==> src/verilog/memStagePkg.sv <==
package memStagePkg;

  //////////////////////////////////////////////////////////////////////////
  // Datapath widths
  //////////////////////////////////////////////////////////////////////////

  // Width of one data word on the bus and in the RAM
  parameter int dataWidth = 32;

  // Byte lanes per word
  parameter int bytesPerWord = 4;

  // Bits of one byte lane
  parameter int byteWidth = dataWidth / bytesPerWord;

  // Address bits that pick the lane inside a word
  parameter int laneBits = $clog2(bytesPerWord);

  //////////////////////////////////////////////////////////////////////////
  // Encodings
  //////////////////////////////////////////////////////////////////////////

  // Size of a load or store, same coding as the old pipeline controller
  typedef enum logic [1:0] {
    accWord = 2'b00,
    accHalf = 2'b01,
    accByte = 2'b10
  } accessWidth_t;

  // APB slave states
  // Idle covers the setup cycle too
  // Respond is the extra cycle of a read
  typedef enum logic [1:0] {
    apbIdle    = 2'b00,
    apbAccess  = 2'b01,
    apbRespond = 2'b10
  } apbState_t;

endpackage

==> src/verilog/storeAligner.sv <==
module storeAligner
  import memStagePkg::*;
(
  input  logic [dataWidth-1:0]    pwdata,
  input  logic [laneBits-1:0]     laneOffset,
  input  accessWidth_t            accessWidth,
  output logic [dataWidth-1:0]    laneData,
  output logic [bytesPerWord-1:0] byteEnable
);

  // Half select is the upper lane bit
  logic                     halfSel;
  logic [dataWidth-1:0]     halfData;
  logic [dataWidth-1:0]     byteData;
  logic [bytesPerWord-1:0]  halfEnable;
  logic [bytesPerWord-1:0]  byteEn;

  assign halfSel = laneOffset[laneBits-1];

  ////////////////////////////////////////////////////////////////////////////
  // Lane placement
  ////////////////////////////////////////////////////////////////////////////

  // Low half of the store data moved into the upper or lower half word
  assign halfData   = dataWidth'(pwdata[2*byteWidth-1:0]) << (2 * byteWidth * halfSel);
  assign halfEnable = bytesPerWord'(2'b11) << (2 * halfSel);

  // Low byte moved into the addressed lane
  assign byteData = dataWidth'(pwdata[byteWidth-1:0]) << (byteWidth * laneOffset);
  assign byteEn   = bytesPerWord'(1'b1) << laneOffset;

  ////////////////////////////////////////////////////////////////////////////
  // Width select
  ////////////////////////////////////////////////////////////////////////////

  always_comb begin
    // Nothing written for an unknown width
    laneData   = '0;
    byteEnable = '0;
    case (accessWidth)
      accWord: begin
        laneData   = pwdata;
        byteEnable = '1;
      end
      accHalf: begin
        laneData   = halfData;
        byteEnable = halfEnable;
      end
      accByte: begin
        laneData   = byteData;
        byteEnable = byteEn;
      end
      default: begin
        laneData   = '0;
        byteEnable = '0;
      end
    endcase
  end

endmodule
==> config.mk <==
export PLATFORM = sky130hd
export DESIGN_NAME = storeAligner
export DESIGN_NICKNAME = d
export VERILOG_FILES = /design/src/verilog/memStagePkg.sv /design/src/verilog/storeAligner.sv
export SDC_FILE = /design/constraint.sdc
export NUM_CORES = 1
export LEC_CHECK = 0
export ABC_AREA = 0
export BUFFER_PORTS_ARGS = -buffer_cell sky130_fd_sc_hd__buf_2
export CELL_PAD_IN_SITES_DETAIL_PLACEMENT = 1
export CELL_PAD_IN_SITES_GLOBAL_PLACEMENT = 1
export CORE_MARGIN = 2
export CORE_UTILIZATION = 23
export DETAILED_ROUTE_END_ITERATION = 7
export GPL_TIMING_DRIVEN = 0
export PLACE_DENSITY = 0.95
export SLEW_MARGIN = 20
export SYNTH_ARGS = -nofsm -noshare
export SYNTH_HDL_FRONTEND = slang
export SYNTH_SLANG_ARGS = --single-unit
==> constraint.sdc <==
create_clock -name vclk -period 1.3
set_input_delay 0.065 -clock vclk [all_inputs]
set_output_delay 0.065 -clock vclk [all_outputs]
set_load 0.01 [all_outputs]
==> summary by stage <==
Synth
Counting every instance in the synthesized netlist gives 92. The synthesized area per cell is 6.922 um^2. Of the synthesized area, sequential elements account for 0. During synthesis, Yosys emitted a total of 0 warnings. Summing every instance area after synthesis gives 636.9 um^2.

In this run, distinct cell masters in the synthesized netlist total 26. Synthesis produced a netlist with a net count of 128.

Floorplan
From left edge to right edge, the die measures 56.62 um. The initial utilization of the core area, before any placement, comes to 0.2371. The overall die height is 56.62 um. After floorplanning, the core was sized to cover 0.002686 mm^2. The floorplan step defined a die boundary enclosing 0.003206 mm^2. The number of standard-cell rows in the floorplan is 19. During I/O placement, the number of pins put on the boundary was 72.

Layout
The repair_antennas step left the layout with diodes totalling 0. The end-of-flow core utilization is 0.3819. Clock buffers in the final layout number 0. The top cell types in the final layout, fill and taps aside, are sky130_fd_sc_hd__buf_2, sky130_fd_sc_hd__nand2_1, sky130_fd_sc_hd__a32oi_1. The final layout contains 200 nets. Relative to the synthesized area, the layout overhead comes to 61.10%. In the final layout, the share of cells above drive strength 1 is 0.5185.

The library cell used most frequently in the layout, excluding fill and tap cells, is sky130_fd_sc_hd__buf_2. The post-route standard cell area excluding fillers is 0.001026 mm^2. For this run, the number of standard cells in the final layout without fillers is 193.

Across the whole layout, storage elements account for 0 um^2. The design has 0 sequential cells.

Placed design
The placed wire-length estimate is 2285 um. The instance area at placement is 0.001026 mm^2. The count of placed standard cells including taps is 193. At the end of routability-driven placement, the weighted congestion stood at 0.7329.

The number of input and output port buffers inserted is 70. At the placement stage, the worst setup path has a slack of 0.1776 ns.

Drt
Detailed routing inserted a total of 1,014 vias. The per-cell routed wire length is 14.43 um. Once detail routing completed, the nets flagged for antenna violations numbered 0. The routed via count divided by cell count is 5.254. Wires add up to 2785 um. The number of detailed-routing iterations run before antenna repair is 4. The number of DRC markers after the initial detailed-route iteration is 25.

The residual DRC count is 0.

Worst setup path
The critical path start-end classification is in2out. For the worst setup path, the data required time is 1.24 ns. The worst-path cell with the longest stage delay is sky130_fd_sc_hd__nor2_4. The biggest fanout along the worst timing path is 10. The cell that appears most often on the critical path is sky130_fd_sc_hd__buf_2. Data on the critical path arrives at its endpoint at 1.04 ns. The type of destination of the critical path is an output pin. Traced cell by cell, the critical path runs through buf_2 -> buf_4 -> nor2_4 -> buf_6 -> a32oi_1 -> o21ai_1 -> buf_2.

STA classifies the critical path startpoint as an input pin. For this run, the slowest stage of the critical path takes 0.20 ns.

Clocking
Post-CTS timing repair inserted 0 buffers for setup. After clock tree synthesis, the repair step resized 0 gates. The hold buffer count at CTS is 0.

Power and ir drop
Power spread over the standard cell area amounts to 356.9 mW/mm^2. Summing internal, switching and leakage power gives 0.3661 mW. The worst-case vdd ir drop is 0.1616 mV. Summed over all cells, the static leakage comes to 0.5695 nW.

Timing
Setup repair after global routing left no endpoint under its margin. The minimum period implied by the final worst setup slack is 1.108 ns. The transition at the pin with the smallest max-transition slack is 0.3675 ns. The final number of hold-violating endpoints is 0. The total of endpoints with negative setup slack in the final report is 0. Summed over all failing endpoints, the final setup total negative slack is 0 ns.

Based on the critical path, the design can be clocked at up to 0.9026 GHz. The worst hold margin is 0.4125 ns. The number of max-slew violations in the final report came to 0.

Of the available clock period, the critical path in the final layout requires 0.8522. The worst pin sits at a relative slew slack of 0.7547. The slack of the critical path is 0.1921 ns.

Status
The flow ran to the end, and the final reports show no timing, DRC or antenna violations.

Global routing
Global routing finished with a remaining overflow of 0. For this run, the total global-route usage over all layers was measured as 0.1623. The first global-routing pass estimated 4347 um of wire. The number of global-route vias before repair is 949. Entering global routing, the biggest net connects 11 pins. The number of antenna violations at the first check in global routing came to 0.

Hold path
Counting instances, the worst hold path has a depth of 4. The worst hold path class is in2out.

Job
The tool flagged a number of max-cap violations equal to 0.
## power breakdown
group	switching (mW)	leakage, nW	internal [mW]
sequential	0	0	0
combinational	0.197	0.569	0.169
clock	0	0	0
total	0.197	0.569	0.169
## synthesized netlist by cell type
library cell / number / area, um^2
sky130_fd_sc_hd__a21oi_1: 2 / 10.01
sky130_fd_sc_hd__nor2b_4: 1 / 13.76
sky130_fd_sc_hd__and4bb_1: 1 / 12.51
sky130_fd_sc_hd__nand3b_1: 1 / 7.510
sky130_fd_sc_hd__nor2b_1: 8 / 50.05
sky130_fd_sc_hd__a21oi_4: 1 / 16.27
sky130_fd_sc_hd__a32oi_1: 15 / 131.4
sky130_fd_sc_hd__nand2_1: 18 / 67.56
sky130_fd_sc_hd__buf_6: 5 / 56.30
sky130_fd_sc_hd__inv_1: 1 / 3.750
sky130_fd_sc_hd__nor2_2: 1 / 6.260
sky130_fd_sc_hd__nand3_1: 1 / 5.000
sky130_fd_sc_hd__nand4b_1: 1 / 8.760
sky130_fd_sc_hd__and4b_1: 1 / 10.01
sky130_fd_sc_hd__o21ai_0: 6 / 30.03
sky130_fd_sc_hd__buf_8: 1 / 15.01
sky130_fd_sc_hd__a22o_1: 8 / 70.07
sky130_fd_sc_hd__nor3_1: 1 / 5.000
sky130_fd_sc_hd__or2_1: 3 / 18.77
sky130_fd_sc_hd__o21ai_1: 1 / 5.000
sky130_fd_sc_hd__buf_2: 3 / 15.01
sky130_fd_sc_hd__nor2_1: 1 / 3.750
sky130_fd_sc_hd__buf_4: 1 / 7.510
sky130_fd_sc_hd__nor2_4: 1 / 11.26
sky130_fd_sc_hd__nand4_1: 1 / 6.260
sky130_fd_sc_hd__nand2b_1: 8 / 50.05
## cell type report
class | count | area, um^2
Fill cell | 390 | 1660
Multi-Input combinational cell | 81 | 539.3
Timing Repair Buffer | 70 | 350.3
Buffer | 10 | 93.84
Tap cell | 31 | 38.79
Inverter | 1 | 3.754
## cell families (layout without fill, tap and decap cells)
group,Yosys count,after routing,synth area share
buffers and inverters,11,81,0.1532
AO/OA/AOI/OAI,33,33,0.4126
AND/OR/NAND/NOR,48,48,0.4342
## per-layer routing
| layer | GRT usage | part of all wire | vias to the layer above |
|---|---|---|---|
| li1 | - | - | 492 |
| met1 | 0.1956 | 0.41 | 485 |
| met2 | 0.3272 | 0.53 | 37 |
| met3 | 0.009217 | 0.057 | 0 |
| met4 | 0 | 0 | 0 |
| met5 | 0 | 0 | - |
## critical path: cells and delay by family
family          cells  cell delay, ns
compound gates      2            0.15
simple gates        1            0.20
buf+inv             4            0.62
## worst paths after layout
check                       from      endpoint  slack (ns)
setup / recovery  accessWidth[0]  laneData[19]        0.19
hold / removal        pwdata[29]  laneData[29]        0.41
Note: power is estimated with default switching activity, not from simulation.
