**src/verilog/memStagePkg.sv**
```systemverilog
package memStagePkg;

  //////////////////////////////////////////////////////////////////////////
  // Datapath widths
  //////////////////////////////////////////////////////////////////////////

  // Width of one data word on the bus and in the RAM
  parameter int dataWidth = 32;

  // Byte lanes per word
  parameter int bytesPerWord = 4;

  // Bits of one byte lane
  parameter int byteWidth = dataWidth / bytesPerWord;

  // Address bits that pick the lane inside a word
  parameter int laneBits = $clog2(bytesPerWord);

  //////////////////////////////////////////////////////////////////////////
  // Encodings
  //////////////////////////////////////////////////////////////////////////

  // Size of a load or store, same coding as the old pipeline controller
  typedef enum logic [1:0] {
    accWord = 2'b00,
    accHalf = 2'b01,
    accByte = 2'b10
  } accessWidth_t;

  // APB slave states
  // Idle covers the setup cycle too
  // Respond is the extra cycle of a read
  typedef enum logic [1:0] {
    apbIdle    = 2'b00,
    apbAccess  = 2'b01,
    apbRespond = 2'b10
  } apbState_t;

endpackage

```
**src/verilog/apbMemPort.sv**
```systemverilog
module apbMemPort
  import memStagePkg::*;
#(
  parameter int addrWidth     = 12,
  parameter int memDepthWords = 512
) (
  input  logic                             Clk,
  input  logic                             arstN,
  input  logic                             psel,
  input  logic                             penable,
  input  logic                             pwrite,
  input  logic [addrWidth-1:0]             paddr,
  input  accessWidth_t                     accessWidth,
  output logic                             pready,
  output logic                             pslverr,
  output logic                             ramWriteEn,
  output logic                             ramReadEn,
  output logic [$clog2(memDepthWords)-1:0] wordIndex
);

  // Index bits into the RAM and bits of the full word address on the bus
  localparam int idxWidth      = $clog2(memDepthWords);
  localparam int wordAddrWidth = addrWidth - laneBits;

  apbState_t state;
  apbState_t nextState;

  logic [wordAddrWidth-1:0] wordAddr;
  logic [31:0]              wordAddrExt;
  logic                     misaligned;
  logic                     outOfRange;
  logic                     illegal;
  logic                     accessCycle;
  logic                     readLaunch;

  ////////////////////////////////////////////////////////////////////////////
  // Address checks
  ////////////////////////////////////////////////////////////////////////////

  // Word part of the byte address, lane bits dropped
  assign wordAddr    = paddr[addrWidth-1:laneBits];
  assign wordAddrExt = 32'(wordAddr);

  // Half needs bit 0 clear, word needs both lane bits clear
  always_comb begin
    case (accessWidth)
      accWord: misaligned = |paddr[laneBits-1:0];
      accHalf: misaligned = paddr[0];
      accByte: misaligned = 1'b0;
      // Unused width code is refused as well
      default: misaligned = 1'b1;
    endcase
  end

  // Anything past the last word gets an error response
  assign outOfRange = (wordAddrExt >= memDepthWords);
  assign illegal    = misaligned | outOfRange;

  // Low index bits go to the RAM, the range check covers the rest
  assign wordIndex = wordAddr[idxWidth-1:0];

  ////////////////////////////////////////////////////////////////////////////
  // State machine
  ////////////////////////////////////////////////////////////////////////////

  // First access cycle, qualified with the bus strobes
  assign accessCycle = (state == apbAccess) && psel && penable;

  // Legal read, result comes back next cycle
  assign readLaunch = accessCycle && !pwrite && !illegal;

  always_comb begin
    nextState = state;
    case (state)
      apbIdle: begin
        // Setup phase seen, access phase follows
        if (psel && !penable) begin
          nextState = apbAccess;
        end
      end
      apbAccess: begin
        // Writes and errors finish here, reads take one more cycle
        nextState = readLaunch ? apbRespond : apbIdle;
      end
      apbRespond: begin
        nextState = apbIdle;
      end
      default: begin
        nextState = apbIdle;
      end
    endcase
  end

  always_ff @(posedge Clk or negedge arstN) begin
    if (!arstN) begin
      state <= apbIdle;
    end else begin
      state <= nextState;
    end
  end

  ////////////////////////////////////////////////////////////////////////////
  // Bus response and RAM strobes
  ////////////////////////////////////////////////////////////////////////////

  // Zero wait states for write and error, one for read
  assign pready  = (accessCycle && (pwrite || illegal)) || (state == apbRespond);
  assign pslverr = accessCycle && illegal;

  // RAM only sees legal accesses
  assign ramWriteEn = accessCycle && pwrite && !illegal;
  assign ramReadEn  = readLaunch;

endmodule

```
**config.mk**
```make
export PLATFORM = sky130hd
export DESIGN_NAME = apbMemPort
export DESIGN_NICKNAME = d
export VERILOG_FILES = /design/src/verilog/memStagePkg.sv /design/src/verilog/apbMemPort.sv
export SDC_FILE = /design/constraint.sdc
export NUM_CORES = 1
export LEC_CHECK = 0
export ABC_AREA = 1
export BUFFER_PORTS_ARGS = -buffer_cell sky130_fd_sc_hd__buf_2
export CAP_MARGIN = 20
export CELL_PAD_IN_SITES_DETAIL_PLACEMENT = 1
export CELL_PAD_IN_SITES_GLOBAL_PLACEMENT = 1
export CORE_UTILIZATION = 16
export CTS_CLUSTER_SIZE = 28
export DETAILED_ROUTE_END_ITERATION = 6
export GPL_TIMING_DRIVEN = 0
export PLACE_DENSITY_LB_ADDON = 0.25
export SLEW_MARGIN = 20
export SYNTH_ARGS = -nofsm -noshare
export SYNTH_HDL_FRONTEND = slang
export SYNTH_SLANG_ARGS = --single-unit
```
**constraint.sdc**
```tcl
create_clock -name Clk -period 1.37 [get_ports Clk]
set_input_delay 0.0685 -clock Clk [delete_from_list [all_inputs] [get_ports Clk]]
set_output_delay 0.0685 -clock Clk [all_outputs]
set_load 0.02 [all_outputs]
```
==> impl_metrics.csv <==
group,metric,value,unit
setup_path,cp_top_family,"simple AND/OR/NAND/NOR gates",
timing,tns,-0.0297,ns
clocking,clk-insertion-delay-late,0.22,ns
setup_path,rrSetupSlack,0.36,ns
logic_synthesis,synth.area.top_cells,"buf_4 (30%), dfrtp_1 (22%), nand2_1 (16%), inv_1 (15%), nor2_1 (4.9%)",
timing,finalWorstSetupSlack,-0.0297,ns
logic_synthesis,synth_top_area_cell,"buf_4",
floorplan,initial_core_util,0.174,
final_layout,largest-register,"state",
final_layout,final_common_cell,"buf_2",
setup_path,critPathSlowestCell,"dfrtp_1",
floorplan,fp.dieH,39.8,um
timing,fin_crit_sh,1.02,
clocking,cts_made_buffers,3,
power_and_ir_drop,power.density,667,nW/um^2
logic_synthesis,syn_area,229,sq um
route,vias,324,
placed_design,dp_hpwl,511,um
clocking,cts-htree-levels,1,
timing,relSlewSlack,0.833,
final_layout,fill_cells,185,
setup_path,criticalPathCategory,"register to output pin",
placed_design,gp_congestion,0.617,
min_path,min_path_type,"primary input to register",
power_and_ir_drop,irDropWorstVdd,0.340,mV
setup_path,r2r_start,"state[0]",
logic_synthesis,synth_top_area_share,0.295,
global_route,grt_pass1_vias,251,
logic_synthesis,syn-instance-count,38,
run,max_cap_violations,0,
setup_path,crit_cells,6,
final_layout,postLayoutCoreUtil,0.330,
setup_path,cp-end-kind,"output pin",
logic_synthesis,synth_area_per_cell,6.03,sq um
power_and_ir_drop,leakage,0.295,nW
status,status,"complete, but fails checks",
floorplan,dieArea,1590,sq um
setup_path,worstSetupStartpointType,"register",
final_layout,drive_gt1_frac,0.594,
timing,hold_violations,0,
clocking,numClockSinks,2,
global_route,grt-ovfl-total,0,
timing,rsz0062_at_grt,"yes",
setup_path,cpPeakStageDelay,0.35,ns
setup_path,reg2reg_depth,5,
timing,timing.hold.ws,0.0256,ns
setup_path,endpoint,"ramReadEn",
global_route,antenna_found_initial,0,
global_route,grt_use_total,0.0948,
route,wirelength,672,um
logic_synthesis,yosysWarnings,0,
final_layout,reg_top3,"state x2",
placed_design,pre_cts_ws,0.255,ns
floorplan,io_pins,32,
setup_path,path_max_fanout,2,
power_and_ir_drop,p_total,290,uW
route,via_per_inst,3.86,
setup_path,path_cells,"inv_2 -> nor2_2 -> nand2_1 -> or2_1 -> nor2_1 -> buf_4",
final_layout,final_cell_mix,"buf_2 (19), buf_4 (17), nand2_1 (10)",
final_layout,largest_reg_flops,2,
timing,clock_skew,0.00334,ns
clocking,cts_root_buf,"clkbuf_4",
global_route,grt_max_degree,5,
route,first_pass_iters,2,
logic_synthesis,syn_nets,57,
timing,fmax,714,MHz
route,wire_per_inst,8.00,um
setup_path,required,1.30,ns
route,drtIter0Drc,2,
route,ant_nets,0,
final_layout,n_antenna_cell,0,
status,violations,"setup timing",
floorplan,core,1320,sq um
final_layout,syn2layout_area_growth,90.2,%
clocking,cts_tree,"yes",
logic_synthesis,synth.distinct_cells,10,
timing,setup_viol,1,
min_path,hold_start,"penable",
timing,final_max_slew_viol_count,0,
global_route,grt_pass1_wl,917,um
setup_path,r2r-end,"state[1]",
clocking,clk_pin_slew,0.03,ns
setup_path,cp.arrival,1.33,ns
timing,period_needed,1.40,ns
logic_synthesis,ys_ff_latch,2,
setup_path,cp-startpoint,"state[0]",
floorplan,num_rows,13,
route,drc,0,
final_layout,nets,90,
clocking,clockBufferDepth,2,
floorplan,die_w,39.8,um
placed_design,io_buffers,22,
logic_synthesis,ys_seq_area_frac,0.219,
timing,tightest_slew,0.248,ns
setup_path,cp_num_buf_inv,2,
worst min path at each step:
stage	slack [ns]	end	depth (start not counted)
after global routing	0.03	state[0]	2
after CTS	0.02	state[0]	2
after floorplan	-0.23	state[0]	0
after global placement	-0.15	state[0]	1
final	0.03	state[0]	2
after detailed placement	-0.14	state[0]	1
synth_stat cells:
cell type / instances
or2_1: 1
buf_4: 9
a21oi_1: 1
nand3_1: 1
nor4_1: 1
nor2_1: 3
dfrtp_1: 2
nor2_2: 1
inv_1: 9
nand2_1: 10
metrics by stage:
step,std cells,cell area [sq um]
after floorplan,38,229
after global placement,75,358
after detailed placement,75,358
after CTS,79,390
after global routing,84,435
final,84,435
what timing repair did:
action / in CTS / in global routing
buffers inserted: 0 / 5
setup endpoints to repair: 0 / 1
hold buffers: 1 / 0
gates resized for setup: 0 / 4
hold endpoints to repair: 2 / 0
layout make-up:
class | count | area [sq um] | area share
Inverter | 9 | 33.8 | 0.0776
Sequential cell | 2 | 50.0 | 0.115
Buffer | 9 | 67.6 | 0.155
Timing Repair Buffer | 28 | 165 | 0.379
Clock buffer | 3 | 22.5 | 0.0517
Tap cell | 15 | 18.8 | 0.0431
Multi-Input combinational cell | 18 | 77.6 | 0.178
cells by family after synthesis:
group	after synthesis	share of synthesized area
buffers and inverters	18	0.443
DFF	2	0.219
and+or+nand+nor	17	0.317
AOI/OAI and AO/OA	1	0.0218
routing by layer:
layer  up-vias  track usage  routed length [um]
li1        163            -                   -
met1       151        0.107                 283
met2        10        0.127                 348
met3         0       0.0511                  39
met4         0       0.0776                   0
met5         -            0                   0
report_power, final:
group | total, mW | switching, mW | internal (mW) | leakage (nW)
Clock | 0.128 | 0.0319 | 0.0965 | 0.0138
Sequential | 0.0626 | 0.00128 | 0.0614 | 0.0271
Combinational | 0.0994 | 0.0476 | 0.0518 | 0.254
Total | 0.290 | 0.0808 | 0.210 | 0.295
Power figures use the tool's default switching activity.
