## config.mk

```make
export PLATFORM = sky130hd
export DESIGN_NAME = loadExtractor
export DESIGN_NICKNAME = d
export VERILOG_FILES = /design/src/verilog/memStagePkg.sv /design/src/verilog/loadExtractor.sv
export SDC_FILE = /design/constraint.sdc
export NUM_CORES = 1
export LEC_CHECK = 0
export BUFFER_PORTS_ARGS = -buffer_cell sky130_fd_sc_hd__buf_2
export CAP_MARGIN = 0
export CELL_PAD_IN_SITES_DETAIL_PLACEMENT = 1
export CELL_PAD_IN_SITES_GLOBAL_PLACEMENT = 1
export CORE_ASPECT_RATIO = 1.4
export CORE_MARGIN = 4
export CORE_UTILIZATION = 29
export DETAILED_ROUTE_END_ITERATION = 12
export PLACE_DENSITY = 0.77
export SLEW_MARGIN = 30
export SYNTH_ARGS = -nofsm -noshare
export SYNTH_HDL_FRONTEND = slang
export SYNTH_SLANG_ARGS = --single-unit
```

## constraint.sdc

```tcl
create_clock -name vclk -period 1.6
set_input_delay 0.32 -clock vclk [all_inputs]
set_output_delay 0.32 -clock vclk [all_outputs]
set_load 0.05 [all_outputs]
```

## src/verilog/memStagePkg.sv

```systemverilog
package memStagePkg;

  //////////////////////////////////////////////////////////////////////////
  // Datapath widths
  //////////////////////////////////////////////////////////////////////////

  // Width of one data word on the bus and in the RAM
  parameter int dataWidth = 32;

  // Byte lanes per word
  parameter int bytesPerWord = 4;

  // Bits of one byte lane
  parameter int byteWidth = dataWidth / bytesPerWord;

  // Address bits that pick the lane inside a word
  parameter int laneBits = $clog2(bytesPerWord);

  //////////////////////////////////////////////////////////////////////////
  // Encodings
  //////////////////////////////////////////////////////////////////////////

  // Size of a load or store, same coding as the old pipeline controller
  typedef enum logic [1:0] {
    accWord = 2'b00,
    accHalf = 2'b01,
    accByte = 2'b10
  } accessWidth_t;

  // APB slave states
  // Idle covers the setup cycle too
  // Respond is the extra cycle of a read
  typedef enum logic [1:0] {
    apbIdle    = 2'b00,
    apbAccess  = 2'b01,
    apbRespond = 2'b10
  } apbState_t;

endpackage

```

## src/verilog/loadExtractor.sv

```systemverilog
module loadExtractor
  import memStagePkg::*;
(
  input  logic [dataWidth-1:0] ramReadWord,
  input  logic [laneBits-1:0]  laneOffset,
  input  accessWidth_t         accessWidth,
  input  logic                 loadUnsigned,
  input  logic                 pslverr,
  output logic [dataWidth-1:0] loadData
);

  logic [dataWidth-1:0]   halfShifted;
  logic [dataWidth-1:0]   byteShifted;
  logic [2*byteWidth-1:0] pickedHalf;
  logic [byteWidth-1:0]   pickedByte;
  logic [dataWidth-1:0]   halfExt;
  logic [dataWidth-1:0]   byteExt;

  ////////////////////////////////////////////////////////////////////////////
  // Lane select
  ////////////////////////////////////////////////////////////////////////////

  // Addressed half or byte shifted down to bit 0
  assign halfShifted = ramReadWord >> (2 * byteWidth * laneOffset[laneBits-1]);
  assign byteShifted = ramReadWord >> (byteWidth * laneOffset);

  assign pickedHalf = halfShifted[2*byteWidth-1:0];
  assign pickedByte = byteShifted[byteWidth-1:0];

  ////////////////////////////////////////////////////////////////////////////
  // Extension
  ////////////////////////////////////////////////////////////////////////////

  // LHU / LBU fill with zeros, LH / LB copy the top bit
  assign halfExt = loadUnsigned ? dataWidth'(pickedHalf)
                                : {{(dataWidth-2*byteWidth){pickedHalf[2*byteWidth-1]}},
                                   pickedHalf};
  assign byteExt = loadUnsigned ? dataWidth'(pickedByte)
                                : {{(dataWidth-byteWidth){pickedByte[byteWidth-1]}},
                                   pickedByte};

  always_comb begin
    if (pslverr) begin
      // Rejected access returns zero data
      loadData = '0;
    end else begin
      case (accessWidth)
        accWord: loadData = ramReadWord;
        accHalf: loadData = halfExt;
        accByte: loadData = byteExt;
        default: loadData = '0;
      endcase
    end
  end

endmodule

```

==> results of run 1 <==
## synth_stat cells, types with 2 or more instances
cell type   n  area share
mux2_2     15        0.14
a21oi_1    17       0.071
nand3_1     8       0.034
buf_6       5       0.047
a221oi_2   12        0.15
a21bo_2     8       0.067
clkbuf_1    6       0.019
a221oi_1    4       0.029
o21a_1      8       0.050
buf_2       7       0.029
nand2_1    16       0.050
o21ai_0     7       0.029
a22oi_1    24        0.15
buf_4       2       0.013
## stage by stage
stage          setup slack [ns]  cells
2_1_floorplan            -0.373    153
3_3_place_gp             -0.301    274
3_5_place_dp             -0.369    274
4_1_cts                  -0.207    283
5_1_grt                  -0.275    284
6_report                 -0.237    284
## power groups by stage
stage / combinational, W / clock (W) / sequential [W]
2_1_floorplan: 0.000515 / 0 / 0
3_3_place_gp: 0.000703 / 0 / 0
3_5_place_dp: 0.000725 / 0 / 0
4_1_cts: 0.000897 / 0 / 0
5_1_grt: 0.00102 / 0 / 0
6_report: 0.000989 / 0 / 0
## cell type report
cell class | count | area [um^2] | area share
multi-input combinational | 134 | 1640 | 0.585
tap | 43 | 53.8 | 0.0192
timing repair buffer | 107 | 1110 | 0.395
## logic make-up after synthesis
family          after synthesis
mux                          16
buf+inv                      21
simple gates                 31
compound gates               85
## worst min path at each step
stage,startpoint,end,depth (start not counted)
after CTS,ramReadWord[22],loadData[22],4
after global routing,ramReadWord[18],loadData[18],4
after global placement,ramReadWord[21],loadData[21],4
final,ramReadWord[21],loadData[21],4
after detailed placement,ramReadWord[22],loadData[22],4
after floorplan,ramReadWord[18],loadData[18],2
## metal layers
metal	routed length, um	GRT usage
met3	552	0.0350
met2	4520	0.496
met4	261	0.0676
met5	0	0
met1	3040	0.329
## timing repair
action	in CTS	in global routing
cloned	5	2
pin swaps	16	15
setup buffers	4	4
endpoints found under the setup margin	32	32
gates resized for setup	127	33
hold endpoints to repair	0	0
## tightest hold or removal path: cells and delay by family
family                 cells  cell delay (ns)
buffers and inverters      2             0.27
and+or+nand+nor            1             0.10
AOI/OAI and AO/OA          1             0.07
==> impl_metrics.tcl, run 1 <==
set metrics [dict create \
    gr-total-overflow 0 \
    fin_nets 281 \
    power_leakage_nw 1.13 \
    wl_per_cell_um 29.5 \
    path_cells "buf_12 > and3b_2 > o21ai_4 > buf_12 > a221oi_4 > buf_6" \
    grt_use_total 0.272 \
    seqPwrFrac 0 \
    fin_tns_setup_ns -6.06 \
    synth_fp_nets 191 \
    rows 27 \
    cp.arrival_ns 1.52 \
    internal-power_w 0.000426 \
    clock_buffers 0 \
    status "finished, violations left" \
    hold_viol_final 0 \
    hold_path_class "input pin to output pin" \
    path_delay_family "buffers and inverters" \
    drtIter0Drc 183 \
    layout_commonest_cell "buf_2" \
    holdWs_ns 1.08 \
    critPathKind "input pin to output pin" \
    io_pins 70 \
    fin_util 0.709 \
    dpl_cell_area_um2 2090 \
    combPwrFrac 1.000 \
    end_kind "output pin" \
    drc_errors 0 \
    setup_violations 32 \
    seqCellArea_um2 0 \
    max_stage_delay_ns 0.31 \
    crit_top_cell "buf_12" \
    crit_cells 6 \
    hold_buffers 0 \
    finalPower_w 0.000989 \
    min_period_ns 1.84 \
    layout_common_cells "buf_2 (34), buf_6 (26), a22oi_2 (21)" \
    vias_per_cell 6.67 \
    grt_max_degree 35 \
    worstSetupEndpoint "loadData[28]" \
    p_sw_frac 0.569 \
    syn_inst 153 \
    fp.dieArea_um2 5230 \
    gp_congestion 0.823 \
    worstPathRequired_ns 1.28 \
    worstMarginPinSlew_ns 0.458 \
    p_switching_w 0.000563 \
    synthMuxAreaShare 0.154 \
    final_cell_area_um2 2800 \
    critPathBufInv 3 \
    finalWirelength_um 8370 \
    p_clk_frac 0 \
    max_freq_ghz 0.544 \
    cellPowerDensity_nw_per_um2 353 \
    dp_hpwl_um 4310 \
    coreArea_um2 3950 \
    startpoint "accessWidth[0]" \
    drv_cap 0 \
    synthXorXnorAreaFrac 0 \
    yosysUniqueCellTypes 28 \
    postSynthAreaPerCell_um2 7.81 \
    grt_setup_unrepaired "yes" \
    drive_above_1_share 0.851 \
    synthAdderAreaFrac 0 \
    period_share 1.15 \
    nFillCells 383 \
    fp.dieH_um 84.0 \
    antenna_found_initial 0 \
    slew_headroom 0.691 \
    vias 1894 \
    ant_nets 0 \
    synth-compound-area-share 0.596 \
    cp_slowest_cell "a221oi_4" \
    syn_area_um2 1190 \
    grt_pass1_wl_um 11600 \
    die_w_um 62.3 \
    cp_max_fo 13 \
    irDropWorstVdd_v 0.000280 \
    yosysSeqAreaShare 0 \
    synth_top_family_by_area "compound AO/OA/AOI/OAI gates" \
    violations "setup timing" \
    area_growth_pct 135 \
    initial_core_util 0.302 \
    slew_violations 0 \
    antenna_cells 0 \
    timing.final.ws_setup_ns -0.237 \
    yosysWarnings 0 \
    first_pass_iters 4 \
    synthSimpleGateAreaFrac 0.139 \
    grt_pass1_vias 2020 \
    port_buffers 70 \
    start_kind "input pin" \
    design.seq.count 0 \
]
Note: power is estimated with default switching activity, not from simulation.
==> inputs of run 2 (changes only) <==
- CORE_UTILIZATION: 29 -> 30
- clock period: 1.6 -> 2.31 ns (I/O delays scaled with it)
==> impl_metrics.tcl, run 2 (synthesis gave the netlist of run 1 again) <==
set metrics [dict create \
    status "finished clean" \
    final_cell_area_um2 1870 \
    area_growth_pct 56.5 \
    finalWirelength_um 4880 \
    seqCellArea_um2 0 \
    antenna_cells 0 \
    cp_max_fo 14 \
    hold_buffers 0 \
    wl_per_cell_um 18.5 \
    port_buffers 70 \
    slew_violations 0 \
    power_leakage_nw 0.814 \
    drc_errors 0 \
    ant_nets 0 \
    hold_viol_final 0 \
    layout_common_cells "buf_2 (57), a22oi_1 (24), buf_4 (22)" \
    coreArea_um2 3740 \
    dp_slack_ns -0.170 \
    first_pass_iters 5 \
    fp.dieArea_um2 5070 \
    worstHoldEndpoint "loadData[16]" \
    dp_hpwl_um 3790 \
    grt_setup_unrepaired "yes" \
    fin_nets 261 \
    timing.final.ws_setup_ns 0.0385 \
    cp.arrival_ns 1.81 \
    gr-total-overflow 0 \
    grt_use_total 0.192 \
    worstPathRequired_ns 1.85 \
    dpl_cell_area_um2 1790 \
    design.seq.count 0 \
    critPathKind "input pin to output pin" \
    drv_cap 0 \
    max_freq_ghz 0.440 \
    io_pins 70 \
    min_period_ns 2.27 \
    vias_per_cell 5.85 \
    period_share 0.983 \
    die_w_um 61.3 \
    antenna_found_initial 0 \
    hold_path_class "input pin to output pin" \
    layout_commonest_cell "buf_2" \
    vias 1538 \
    whs_path_depth 4 \
    drive_above_1_share 0.638 \
    slew_headroom 0.780 \
    path_cells "buf_2 > buf_4 > nor3b_4 > buf_12 > a22oi_1 > a221oi_2 > clkbuf_4" \
    gp_congestion 0.806 \
    start_kind "input pin" \
    grt_pass1_wl_um 7710 \
    cellPowerDensity_nw_per_um2 240 \
    fp.dieH_um 82.7 \
    clock_buffers 0 \
    setup_violations 0 \
    worstMarginPinSlew_ns 0.330 \
    initial_core_util 0.319 \
    grt_max_degree 40 \
    end_kind "output pin" \
    drtIter0Drc 74 \
    cp_slowest_cell "clkbuf_4" \
    max_stage_delay_ns 0.29 \
    irDropWorstVdd_v 0.000129 \
    grt_pass1_vias 1503 \
    hold_start "ramReadWord[16]" \
    rows 26 \
]
-- run 2: cell types whose count changed in the layout (fill, tap and decap cells not counted), moves of 7 or more --
cell,delta
o21a_1,+8
a22oi_1,+21
a22oi_2,-21
o21ai_0,+7
buf_2,+23
o21a_4,-8
buf_8,-14
buf_6,-26
a21oi_4,-8
-- run 2: layout make-up --
type | count | area [um^2]
multi-input combinational | 132 | 1230
fill | 467 | 1870
tap | 42 | 52.6
timing repair buffer | 89 | 588
-- run 2: metrics by stage --
stage	utilization	hold slack, ns	power (W)	std cells	TNS, ns
final	0.500	1.35	0.000449	263	0
after detailed placement	0.479	1.37	0.000433	261	-1.72
after global routing	0.500	1.38	0.000480	263	-0.0721
after CTS	0.486	1.37	0.000442	263	0
after floorplan	-	1.15	0.000309	153	-1.42
after global placement	0.479	1.37	0.000428	261	-1.07
-- run 2: what timing repair did --
item / in CTS / in global routing
pin swaps: 1 / 0
gates resized for setup: 0 / 24
setup buffers: 2 / 0
setup endpoints to repair: 16 / 21
-- run 2: where the power goes --
group / internal (W) / leakage [nW] / total (W) / switching [W]
clock network: 0 / 0 / 0 / 0
registers: 0 / 0 / 0 / 0
logic: 0.000167 / 0.814 / 0.000449 / 0.000282
-- run 2: worst max-delay path, delay by kind of cell --
family                 cells  cell delay (ns)
buffers and inverters      4             0.73
AND/OR/NAND/NOR            1             0.25
AO/OA/AOI/OAI              2             0.36
-- run 2: worst max path at each step --
stage / from / end / slack [ns] / depth (start not counted)
final: accessWidth[0] / loadData[19] / 0.04 / 7
after global routing: accessWidth[0] / loadData[16] / -0.02 / 7
after CTS: accessWidth[0] / loadData[31] / 0.0007 / 7
after detailed placement: accessWidth[1] / loadData[31] / -0.17 / 5
after global placement: accessWidth[1] / loadData[31] / -0.11 / 5
after floorplan: accessWidth[0] / loadData[16] / -0.42 / 5
-- run 2: metal layers --
layer | routed length [um] | vias to the layer above | global-route usage | part of all wire
met5 | 0 | - | 0 | 0
met4 | 23 | 0 | 0.00849 | 0.0047
met3 | 216 | 2 | 0.00622 | 0.044
met2 | 2470 | 38 | 0.347 | 0.51
met1 | 2160 | 744 | 0.262 | 0.44
li1 | - | 754 | - | -
==> inputs of run 3 (changes only) <==
- RECOVER_POWER: unset -> 100
==> impl_metrics.tcl, run 3 (synthesis gave the netlist of run 1 again) <==
set metrics [dict create \
    start_kind "input pin" \
    period_share 0.985 \
    setup_violations 0 \
    drive_above_1_share 0.638 \
    startpoint "accessWidth[0]" \
    antenna_found_initial 0 \
    vias 1548 \
    cp_max_fo 14 \
    max_freq_ghz 0.440 \
    slew_headroom 0.780 \
    port_buffers 70 \
    rows 26 \
    cellPowerDensity_nw_per_um2 240 \
    worstPathRequired_ns 1.85 \
    fin_tns_setup_ns 0 \
    grt_use_total 0.192 \
    grt_setup_unrepaired "yes" \
    fin_util 0.500 \
    design.seq.count 0 \
    layout_commonest_cell "buf_2" \
    first_pass_iters 4 \
    seqCellArea_um2 0 \
    initial_core_util 0.319 \
    dp_hpwl_um 3790 \
    fp.dieH_um 82.7 \
    ant_nets 0 \
    area_growth_pct 56.5 \
    grt_pass1_wl_um 7710 \
    cp.arrival_ns 1.81 \
    die_w_um 61.3 \
    critPathKind "input pin to output pin" \
    gp_congestion 0.806 \
    fin_nets 261 \
    wl_per_cell_um 18.5 \
    status "finished clean" \
    io_pins 70 \
    fp.dieArea_um2 5070 \
    min_period_ns 2.27 \
    irDropWorstVdd_v 0.000129 \
    grt_pass1_vias 1503 \
    grt_max_degree 40 \
    slew_violations 0 \
    worstSetupEndpoint "loadData[19]" \
    clock_buffers 0 \
    coreArea_um2 3740 \
    power_leakage_nw 0.810 \
    hold_buffers 0 \
    hold_viol_final 0 \
    drc_errors 0 \
    finalWirelength_um 4880 \
    vias_per_cell 5.89 \
    gr-total-overflow 0 \
    worstMarginPinSlew_ns 0.330 \
    drv_cap 0 \
    drtIter0Drc 73 \
    layout_common_cells "buf_2 (52), a22oi_1 (24), buf_4 (22)" \
    end_kind "output pin" \
    hold_path_class "input pin to output pin" \
    antenna_cells 0 \
]
-- run 3: metrics by stage --
stage | cell area [um^2] | setup WS [ns] | hold slack (ns) | power [W] | std cells
after floorplan | 1340 | -0.424 | 1.15 | 0.000309 | 153
final | 1870 | 0.0356 | 1.35 | 0.000449 | 263
after CTS | 1820 | 0.000653 | 1.37 | 0.000442 | 263
after global routing | 1870 | -0.0222 | 1.38 | 0.000480 | 263
after global placement | 1790 | -0.108 | 1.37 | 0.000428 | 261
after detailed placement | 1790 | -0.170 | 1.37 | 0.000433 | 261
-- run 3: repair_timing --
action                     4_1_cts  5_1_grt
gates resized for setup          0       24
hold endpoints to repair         0        0
pin swaps                        1        0
setup buffers                    2        0
setup endpoints to repair       16       21
-- run 3: worst min path at each step --
stage	startpoint	to	slack, ns	cells after the start
after floorplan	ramReadWord[21]	loadData[21]	1.15	2
after global placement	ramReadWord[20]	loadData[20]	1.37	4
after detailed placement	ramReadWord[16]	loadData[16]	1.37	4
after CTS	ramReadWord[16]	loadData[16]	1.37	4
after global routing	ramReadWord[16]	loadData[16]	1.38	4
final	ramReadWord[16]	loadData[16]	1.35	4
-- run 3: per-layer routing --
| layer | track usage | vias to the layer above | part of all wire |
|---|---|---|---|
| met5 | 0 | - | 0 |
| met4 | 0.00849 | 0 | 0.0047 |
| met3 | 0.00622 | 2 | 0.046 |
| met2 | 0.347 | 42 | 0.51 |
| met1 | 0.262 | 750 | 0.44 |
| li1 | - | 754 | - |
-- run 3: layout make-up --
class,instances,area (um^2)
repair buffers,89,588
well taps,42,52.6
fillers,467,1870
multi-input cells,132,1230
-- run 3: critical path: stages --
cell and delay [ns]:
buf_2 0.11, buf_4 0.16, nor3b_4 0.25, buf_12 0.18, a22oi_1 0.08, a221oi_2 0.28, clkbuf_4 0.29
-- run 3: where the power goes --
| group | total [W] | internal (W) | leakage (nW) | switching (W) |
|---|---|---|---|---|
| Sequential | 0 | 0 | 0 | 0 |
| Clock | 0 | 0 | 0 | 0 |
| Combinational | 0.000449 | 0.000167 | 0.810 | 0.000282 |
